$ cat config.mk
export PLATFORM = sky130hd
export DESIGN_NAME = st_sink_capture
export DESIGN_NICKNAME = d
export VERILOG_FILES = /design/src/verilog/st_sink_pkg.sv /design/src/verilog/st_beat_decode.sv /design/src/verilog/st_idle_tagger.sv /design/src/verilog/st_record_fifo.sv /design/src/verilog/st_sink_capture.sv
export VERILOG_INCLUDE_DIRS = /design/src /design/src/verilog
export SDC_FILE = /design/constraint.sdc
export NUM_CORES = 1
export LEC_CHECK = 0
export BUFFER_PORTS_ARGS = -buffer_cell sky130_fd_sc_hd__buf_2
export CAP_MARGIN = 10
export CORE_AREA = 10 10 175 242
export DETAILED_ROUTE_END_ITERATION = 10
export DIE_AREA = 0 0 185 252
export GPL_TIMING_DRIVEN = 1
export PLACE_DENSITY_LB_ADDON = 0.05
export SLEW_MARGIN = 20
export SYNTH_ARGS = -nofsm -noshare
export SYNTH_HDL_FRONTEND = slang
export SYNTH_HIERARCHICAL = 1
export SYNTH_SLANG_ARGS = --single-unit
$ cat constraint.sdc
create_clock -name clk -period 10.55 [get_ports clk]
set_clock_uncertainty 0.2 [all_clocks]
set_input_delay 2.11 -clock clk [delete_from_list [all_inputs] [get_ports clk]]
set_output_delay 2.11 -clock clk [all_outputs]
set_load 0.005 [all_outputs]
$ cat src/verilog/st_sink_defines.svh
/*
 * streaming sink capture widths, depths and default ready latency
 */

`ifndef ST_SINK_DEFINES_SVH
`define ST_SINK_DEFINES_SVH

// ----------------------------------------
// beat payload
// ----------------------------------------
`define ST_SYMBOL_W 8
`define ST_NUMSYMBOLS 4
`define ST_DATA_W (`ST_SYMBOL_W * `ST_NUMSYMBOLS)
`define ST_CHANNEL_W 4
`define ST_ERROR_W 2
// unused symbols in an eop beat
`define ST_EMPTY_W 2

// ----------------------------------------
// capture side
// ----------------------------------------
// idle counter saturates at all ones
`define ST_IDLE_W 16
`define ST_MAX_READY_DELAY 8
`define ST_READY_LATENCY_DEFAULT 1
`define ST_FIFO_DEPTH 8
// must hold 0 .. ST_FIFO_DEPTH
`define ST_LEVEL_W 4

`endif

$ cat src/verilog/st_sink_pkg.sv
/*
 * streaming sink capture types
 * field vectors, the unpacked beat and the queued record
 */

`include "st_sink_defines.svh"

package st_sink_pkg;

   // ----------------------------------------
   // field types
   // ----------------------------------------
   typedef logic [`ST_DATA_W-1:0]    st_data_t;
   typedef logic [`ST_CHANNEL_W-1:0] st_channel_t;
   typedef logic [`ST_ERROR_W-1:0]   st_error_t;
   typedef logic [`ST_EMPTY_W-1:0]   st_empty_t;
   typedef logic [`ST_IDLE_W-1:0]    st_idle_t;
   // record count in the queue
   typedef logic [`ST_LEVEL_W-1:0]   st_level_t;

   // ----------------------------------------
   // one accepted beat, 42 bits
   // ----------------------------------------
   typedef struct packed {
      st_data_t    data;
      st_channel_t channel;
      logic        sop;
      logic        eop;
      st_error_t   error;
      st_empty_t   empty;
   } st_beat_t;

   // ----------------------------------------
   // queued record, 58 bits
   // ----------------------------------------
   // idles = idle cycles seen before the beat
   typedef struct packed {
      st_idle_t idles;
      st_beat_t beat;
   } st_record_t;

endpackage

$ cat src/verilog/st_beat_decode.sv
/*
 * streaming sink beat decode
 * ready latency delay chain, valid qualification and beat unpacking
 */

`timescale 1ns/100ps

`include "st_sink_defines.svh"

module st_beat_decode #(
   parameter int ready_latency = `ST_READY_LATENCY_DEFAULT
) (
   input  logic                   clk,
   input  logic                   reset,
   input  logic                   sink_valid,
   input  logic                   ready_ctl,
   input  st_sink_pkg::st_data_t    sink_data,
   input  st_sink_pkg::st_channel_t sink_channel,
   input  logic                   sink_startofpacket,
   input  logic                   sink_endofpacket,
   input  st_sink_pkg::st_error_t   sink_error,
   input  st_sink_pkg::st_empty_t   sink_empty,
   output logic                   accept,
   output st_sink_pkg::st_beat_t    beat,
   output logic                   valid_q,
   output logic                   ready_q_d1
);

   // tap into the delay chain, latency 0 bypasses it
   localparam int tap = (ready_latency > 0) ? ready_latency - 1 : 0;

   logic [`ST_MAX_READY_DELAY-1:0] ready_dly;
   logic                           ready_q;
   st_sink_pkg::st_beat_t          beat_in;

   // ----------------------------------------
   // ready qualification
   // ----------------------------------------
   // chain starts empty, so qualified ready stays low until it fills
   always_ff @(posedge clk or posedge reset) begin
      if (reset) begin
         ready_dly <= '0;
      end else begin
         ready_dly <= {ready_dly[`ST_MAX_READY_DELAY-2:0], ready_ctl};
      end
   end

   assign ready_q = (ready_latency == 0) ? ready_ctl : ready_dly[tap];

   // every valid pin is present, so valid qualifies as is
   assign valid_q = sink_valid;

   // delayed qualified ready for idle counting
   always_ff @(posedge clk or posedge reset) begin
      if (reset) begin
         ready_q_d1 <= 1'b0;
      end else begin
         ready_q_d1 <= ready_q;
      end
   end

   // ----------------------------------------
   // beat capture
   // ----------------------------------------
   always_comb begin
      beat_in.data    = sink_data;
      beat_in.channel = sink_channel;
      beat_in.sop     = sink_startofpacket;
      beat_in.eop     = sink_endofpacket;
      beat_in.error   = sink_error;
      beat_in.empty   = sink_empty;
   end

   // valid without qualified ready is dropped, not held
   always_ff @(posedge clk or posedge reset) begin
      if (reset) begin
         accept <= 1'b0;
      end else begin
         accept <= valid_q & ready_q;
      end
   end

   always_ff @(posedge clk) begin
      if (valid_q && ready_q) begin
         beat <= beat_in;
      end
   end

   // chain is only ST_MAX_READY_DELAY deep
   a_latency_range : assert property (
      @(posedge clk) ready_latency <= `ST_MAX_READY_DELAY
   );

endmodule

$ cat src/verilog/st_idle_tagger.sv
/*
 * idle tagger
 * counts idle cycles and stamps each accepted beat into a record
 */

`timescale 1ns/100ps

module st_idle_tagger (
   input  logic                    clk,
   input  logic                    reset,
   input  logic                    accept,
   input  st_sink_pkg::st_beat_t   beat,
   input  logic                    valid_q,
   input  logic                    ready_q_d1,
   output logic                    wr,
   output st_sink_pkg::st_record_t wr_rec
);

   st_sink_pkg::st_idle_t idle_cnt;
   st_sink_pkg::st_idle_t idle_snap;

   // ----------------------------------------
   // idle counter
   // ----------------------------------------
   // counts ready cycles without valid, any other cycle clears it
   always_ff @(posedge clk or posedge reset) begin
      if (reset) begin
         idle_cnt <= '0;
      end else if (ready_q_d1 && !valid_q) begin
         // saturate at all ones
         if (idle_cnt != '1) begin
            idle_cnt <= idle_cnt + st_sink_pkg::st_idle_t'(1);
         end
      end else begin
         idle_cnt <= '0;
      end
   end

   // count as it stood before the acceptance edge
   // decode's accept arrives one edge later
   always_ff @(posedge clk) begin
      idle_snap <= idle_cnt;
   end

   // ----------------------------------------
   // record stamp
   // ----------------------------------------
   always_ff @(posedge clk or posedge reset) begin
      if (reset) begin
         wr <= 1'b0;
      end else begin
         wr <= accept;
      end
   end

   always_ff @(posedge clk) begin
      if (accept) begin
         wr_rec.idles <= idle_snap;
         wr_rec.beat  <= beat;
      end
   end

   a_wr_after_accept : assert property (
      @(posedge clk) disable iff (reset) wr |-> $past(accept)
   );

endmodule

$ cat src/verilog/st_record_fifo.sv
/*
 * record queue
 * fixed depth circular buffer with pop, fill level and sticky overflow
 */

`timescale 1ns/100ps

`include "st_sink_defines.svh"

module st_record_fifo (
   input  logic                    clk,
   input  logic                    reset,
   input  logic                    wr,
   input  st_sink_pkg::st_record_t wr_rec,
   input  logic                    pop,
   output st_sink_pkg::st_record_t rec,
   output logic                    rec_valid,
   output st_sink_pkg::st_level_t  level,
   output logic                    overflow
);

   localparam int ptr_w = $clog2(`ST_FIFO_DEPTH);
   localparam st_sink_pkg::st_level_t full_level = st_sink_pkg::st_level_t'(`ST_FIFO_DEPTH);

   st_sink_pkg::st_record_t mem [`ST_FIFO_DEPTH];
   logic [ptr_w-1:0]        wr_ptr;
   logic [ptr_w-1:0]        rd_ptr;
   logic                    full;
   logic                    do_pop;
   logic                    do_wr;

   // ----------------------------------------
   // flags
   // ----------------------------------------
   assign rec_valid = (level != '0);
   assign full      = (level == full_level);

   // pop on an empty queue is ignored
   assign do_pop = pop & rec_valid;
   // full queue still takes a write when the head leaves the same edge
   assign do_wr  = wr & (~full | do_pop);

   // head is read straight from storage
   assign rec = mem[rd_ptr];

   // ----------------------------------------
   // storage
   // ----------------------------------------
   always_ff @(posedge clk) begin
      if (do_wr) begin
         mem[wr_ptr] <= wr_rec;
      end
   end

   // ----------------------------------------
   // pointers and level
   // ----------------------------------------
   always_ff @(posedge clk or posedge reset) begin
      if (reset) begin
         wr_ptr <= '0;
         rd_ptr <= '0;
      end else begin
         if (do_wr) begin
            wr_ptr <= (wr_ptr == ptr_w'(`ST_FIFO_DEPTH - 1)) ? '0 : wr_ptr + 1'b1;
         end
         if (do_pop) begin
            rd_ptr <= (rd_ptr == ptr_w'(`ST_FIFO_DEPTH - 1)) ? '0 : rd_ptr + 1'b1;
         end
      end
   end

   always_ff @(posedge clk or posedge reset) begin
      if (reset) begin
         level <= '0;
      end else begin
         case ({do_wr, do_pop})
            2'b10:   level <= level + st_sink_pkg::st_level_t'(1);
            2'b01:   level <= level - st_sink_pkg::st_level_t'(1);
            // both or neither, count unchanged
            default: level <= level;
         endcase
      end
   end

   // ----------------------------------------
   // overflow
   // ----------------------------------------
   // dropped write sets the flag until reset
   always_ff @(posedge clk or posedge reset) begin
      if (reset) begin
         overflow <= 1'b0;
      end else if (wr && !do_wr) begin
         overflow <= 1'b1;
      end
   end

   a_level_bound : assert property (
      @(posedge clk) disable iff (reset) level <= full_level
   );

endmodule

$ cat src/verilog/st_sink_capture.sv
/*
 * streaming sink capture top
 * decode, idle tagging and record queue
 */

`timescale 1ns/100ps

`include "st_sink_defines.svh"

module st_sink_capture #(
   parameter int ready_latency = `ST_READY_LATENCY_DEFAULT
) (
   input  logic                     clk,
   input  logic                     reset,
   // streaming beat
   input  st_sink_pkg::st_data_t    sink_data,
   input  st_sink_pkg::st_channel_t sink_channel,
   input  logic                     sink_valid,
   input  logic                     sink_startofpacket,
   input  logic                     sink_endofpacket,
   input  st_sink_pkg::st_error_t   sink_error,
   input  st_sink_pkg::st_empty_t   sink_empty,
   output logic                     sink_ready,
   // client side
   input  logic                     ready_ctl,
   input  logic                     pop,
   output st_sink_pkg::st_record_t  rec,
   output logic                     rec_valid,
   output st_sink_pkg::st_level_t   level,
   output logic                     overflow
);

   logic                    accept;
   st_sink_pkg::st_beat_t   beat;
   logic                    valid_q;
   logic                    ready_q_d1;
   logic                    wr;
   st_sink_pkg::st_record_t wr_rec;

   // back pressure goes out undelayed
   assign sink_ready = ready_ctl;

   // ----------------------------------------
   // decode
   // ----------------------------------------
   st_beat_decode #(
      .ready_latency(ready_latency)
   ) u_decode (
      .clk               (clk),
      .reset             (reset),
      .sink_valid        (sink_valid),
      .ready_ctl         (ready_ctl),
      .sink_data         (sink_data),
      .sink_channel      (sink_channel),
      .sink_startofpacket(sink_startofpacket),
      .sink_endofpacket  (sink_endofpacket),
      .sink_error        (sink_error),
      .sink_empty        (sink_empty),
      .accept            (accept),
      .beat              (beat),
      .valid_q           (valid_q),
      .ready_q_d1        (ready_q_d1)
   );

   // ----------------------------------------
   // execute and result
   // ----------------------------------------
   st_idle_tagger u_tagger (
      .clk       (clk),
      .reset     (reset),
      .accept    (accept),
      .beat      (beat),
      .valid_q   (valid_q),
      .ready_q_d1(ready_q_d1),
      .wr        (wr),
      .wr_rec    (wr_rec)
   );

   st_record_fifo u_fifo (
      .clk      (clk),
      .reset    (reset),
      .wr       (wr),
      .wr_rec   (wr_rec),
      .pop      (pop),
      .rec      (rec),
      .rec_valid(rec_valid),
      .level    (level),
      .overflow (overflow)
   );

endmodule

Word level (Yosys, flattened, before mapping)
Memories as Yosys holds them, arrays and structs flattened.
Cells that the tools add are included.
{ "totals": {"mem_bits_ro": 0, "regBits": 147, "word_cells": 55, "memories": 1, "in_bits": 47, "ramBits": 464, "latchBits": 0, "out_inout_bits": 65} }
{ "mem_list": {"columns": ["name", "words", "word_bits", "read_ports", "rd_clocked_by_memory_dff", "wr", "line_no", "source"], "rows": [
  ["u_fifo.mem", 8, 58, 1, 0, 1, "st_record_fifo.sv:25", "st_sink_pkg::st_record_t mem [`ST_FIFO_DEPTH];"]
]} }
{ "op_classes": {"div": 0, "magnitude_cmp": 0, "n_mux": 7, "reduce_logical": 7, "bitwise": 5, "multipliers": 0, "shift": 0, "eq_ne": 7, "n_addsub": 5} }
{ "op_table": {"columns": ["op", "n"], "rows": [
  ["$mux 16", 2],
  ["$add 16x1->16 const B", 1],
  ["$ne 16x16->1 const B", 1],
  ["$pmux 4 s2", 1],
  ["$add 3x1->3 const B", 2],
  ["$eq 3x3->1 const B", 2],
  ["$mux 3", 2],
  ["$add 4x1->4 const B", 1],
  ["$eq 4x4->1 const B", 1],
  ["$reduce_bool 4->1", 1],
  ["$sub 4x1->4 const B", 1],
  ["$and 1x1->1", 3],
  ["$logic_and 1x1->1", 3],
  ["$eq 2x1->1 const B", 1],
  ["$eq 2x2->1 const B", 1],
  ["$logic_not 1->1", 2],
  ["$mux 1", 2],
  ["$ne 2x2->1 const B", 1],
  ["$reduce_bool 2->1", 1],
  ["$not 1->1", 1],
  ["$or 1x1->1", 1]
]} }

Depth between registers and ports, before layout
{ "logic_depth": {"word_depth": 6, "ltp_mapped": 10, "depth_no_buf": 9} }

Cells and area by module
The synthesis kept the hierarchy.
{ "modules_own_cells": {"columns": ["module", "area_each_um2", "seq_area_each_um2", "cells_per_inst", "instances"], "rows": [
  ["st_record_fifo", 18113.6, 14208.6, 745, 1],
  ["st_idle_tagger", 2987.9, 2487.4, 165, 1],
  ["st_beat_decode", 1353.8, 1336.3, 48, 1],
  ["st_sink_capture", 7.5, 0.0, 1, 1]
]} }

Least setup slack after synthesis
OpenSTA, ideal clock, no wires.
{ "synth_path": {"path_type": "input port to flip-flop", "start": "input port pop", "end": "memory u_fifo/mem[0][0] (netlist bit) (enable)", "setup_slack_ns": 1.880, "n_path_buf": 0, "stages": 3, "t_required_ns": 9.733, "setup_time_ns": 0.617, "arrival_time_ns": 7.853, "path_cell_list": "nand2b_1 o21ai_2 nor4_1"} }
{ "synth_between": {"elab_chain_len": 5} }
{ "synth_lines": {"columns": ["element", "line_no", "source"], "rows": [
  ["start, declared", "st_sink_capture.sv:26", "input logic pop,"],
  ["$and 1x1->1", "st_record_fifo.sv:39", "assign do_pop = pop & rec_valid;"],
  ["$or 1x1->1", "st_record_fifo.sv:41", "assign do_wr = wr & (~full | do_pop);"],
  ["$and 1x1->1", "st_record_fifo.sv:41", null],
  ["$mux 1", "st_record_fifo.sv:50", "if (do_wr) begin"],
  ["$mux 1 (implied by the code)", "st_record_fifo.sv:51", "mem[wr_ptr] <= wr_rec;"],
  ["end, declared", "st_record_fifo.sv:25", null]
]} }
No other way between the ends.

==> reports/qor.yml <==
run_status:
  status: "completed"
routing:
  first_pass_iters: 5
  wl_per_cell_microns: 25.9
  routed_wl_mm: 41.9
  drc: 0
  viasPerCell: 6.05
  drt_iter0_drc: 616
  antenna_left: 0
  vias: 9787
power_and_ir_drop:
  powerDensity_mw_per_mm2: 248
  leakage_nw: 8.48
  peakVddDrop_mv: 0.184
cts:
  clk_pin_slew_worst_paths_ns: 0.06
  cts-htree-levels: 2
  postCtsSetupBuffers: 0
  cts_root_buf: "clkbuf_16"
  clk_latency_ns: 0.58
  cts_made_buffers: 54
  tritoncts: "yes"
  cts_resized: 0
  ctsLongestPathBuffers: 3
  cts_hold_buf: 0
  clkSinkCount: 611
synthesis:
  yosys_register_bits: 611
  synth.largest_area_cell: "edfxtp_1"
  yosys.area_share.xor_xnor: 0.00195
  synthTopCellsByArea: "edfxtp_1, mux4_2, dfrtp_1, mux2_2, dfxtp_1"
  yosys_warnings: 6
  syn_avg_cell_area_sq_um: 23.4
  ys.flop_type: "edfxtp_1"
  synth_top_area_frac: 0.754
  synth_edf_count: 564
  synth_top_family_by_area: "multiplexers"
  synth_cells: 959
  synth_compound_area_frac: 0.0114
  synthArstFlopShare: 0.0507
  ys_seq_area_frac: 0.803
  netlist_area_sq_mm: 0.0225
  synth_cell_type_count: 56
  syn-num-nets: 1014
  synth-simple-area-share: 0.0187
  synthAdderAreaFrac: 0.00479
  synthMuxAreaShare: 0.149
sta:
  max_freq_mhz: 175
  setup_viol: 0
  slew-limit-headroom: 0.265
  hold_viol: 0
  slew_viol_final: 0
  rsz0062_at_grt: "no"
  post-route-period-util: 0.541
  worst_slew_pin_slew_ns: 1.10
  fin_crit_ns: 5.71
  fin_tns_setup_ns: 0
die:
  die_h_microns: 252
  start_util: 0.597
  die_area_sq_mm: 0.0466
  ioPinCount: 112
  fp-row-count: 84
  die_w_microns: 185
  coreArea_sq_mm: 0.0376
placed_design:
  gp_congestion: 0.741
  dpl_cell_area_sq_mm: 0.0236
  port_buffers: 111
  post-dp-hpwl_mm: 22.2
finish:
  final_common_cell: "edfxtp_1"
  syn2layout_area_growth_pct: 13.1
  final.fill_count: 2419
  final_nets: 1156
  drive_gt1_frac: 0.357
  design_area_sq_mm: 0.0254
  layout_common_cells: "edfxtp_1, mux4_2, buf_2"
  diodes: 0
  fin_util: 0.675
worst_setup_path:
  critical_path_class: "flop to output port"
  cp.required_ns: 8.24
  cp.arrival_ns: 3.40
  end_kind: "output port"
  critPathLaunchType: "flop"
  path_max_fanout: 69
grt:
  grt_max_degree: 70
  antenna_found_initial: 1
  grt-ovfl-total: 0
  grt_usage: 0.185
  grt_pass1_wl_mm: 64.4
  grt_pass1_vias: 10600
flow_run:
  maxCapViolCount: 0
hold_path:
  hp-class: "flop to flop"
==> area by class of cell <==
type | count | area, sq um | share of cell area
sequential | 611 | 18000 | 0.710
multi-input combinational | 299 | 4230 | 0.166
clock buffer | 65 | 1500 | 0.0589
timing repair buffer | 126 | 668 | 0.0263
tap | 473 | 592 | 0.0233
clock inverter | 36 | 337 | 0.0132
inverter | 9 | 33.8 | 0.00133
==> routing by layer <==
layer  wire (microns)  global-route usage
met3             2220              0.0335
met2            21700               0.310
met1            17200               0.246
met4              723              0.0489
met5               13                   0
==> kinds of logic (layout without fill, tap and decap cells) <==
family | count (synthesis) | in the layout
compound gates | 35 | 35
xor+xnor | 5 | 5
fa+ha+maj | 8 | 8
buf+inv | 49 | 236
flops | 611 | 611
mux | 182 | 182
simple gates | 69 | 69
==> path summary, 6_finish.rpt <==
| kind | start | endpoint | slack [ns] | depth (start not counted) |
|---|---|---|---|---|
| setup / recovery | u_fifo/rd_ptr[1]$_DFFE_PP0N_ | rec[40] | 4.84 | 4 |
| hold / removal | u_decode/ready_dly[0]$_DFF_PP0_ | u_decode/ready_q_d1$_DFF_PP0_ | 0.18 | 0 |
| setup reg to reg | u_fifo/level[1]$_DFFE_PP0P_ | u_fifo/mem[1][9]$_DFFE_PP_ | 7.15 | 4 |
| hold reg to reg | u_decode/ready_dly[0]$_DFF_PP0_ | u_decode/ready_q_d1$_DFF_PP0_ | 0.18 | 0 |
| max in group asynchronous | reset | u_tagger/idle_cnt[0]$_DFFE_PP0P_ | 8.22 | 2 |
| min in group asynchronous | reset | u_decode/ready_dly[0]$_DFF_PP0_ | 1.21 | 2 |
==> flip-flops by register name, indices dropped and copies added, names as in the netlist <==
signal               cells
u_fifo/wr_ptr            3
u_tagger/idle_snap      16
u_decode/ready_q_d1      1
u_decode/ready_dly       1
u_fifo/level             4
u_tagger/wr_rec         58
u_decode/beat           42
u_fifo/overflow          1
u_fifo/mem             464
u_tagger/wr              1
u_tagger/idle_cnt       16
u_fifo/rd_ptr            3
u_decode/accept          1
==> worst max-delay path, cell delays in order (launching register included) <==
cell and delay, ns:
dfrtp_4 0.95, buf_4 0.91, mux4_2 0.42, mux2_2 0.31
buf_2 0.14
==> report_power, final <==
part           internal [mW]  switching (mW)
Combinational          0.738           0.559
Sequential              2.80           0.211
Clock                   1.18           0.822
Total                   4.71            1.59
==> per-stage QoR <==
step / setup WS (ns) / hold WS [ns] / cells / total power, mW
floorplan: 1.88 / 0.146 / 959 / 3.93
finish: 4.84 / 0.179 / 1619 / 6.30
detailed placement: 5.35 / 0.159 / 1518 / 4.41
global placement: 5.36 / 0.168 / 1518 / 4.39
global route: 4.57 / 0.188 / 1619 / 6.60
CTS: 4.72 / 0.179 / 1619 / 6.40
==> cell usage after synthesis, drive strengths merged, types with 5 or more instances <==
cell and instances:
edfxtp 564, mux4 116, mux2 62, dfrtp 31, buf 23, clkbuf 17, dfxtp 16, nand2 10
inv 9, nor2 9, nor3 9, ha 7, nand2b 7, nand3 7, a21oi 6, and4 5
o21ai 5
No activity file was read; power rests on OpenSTA's default activity.
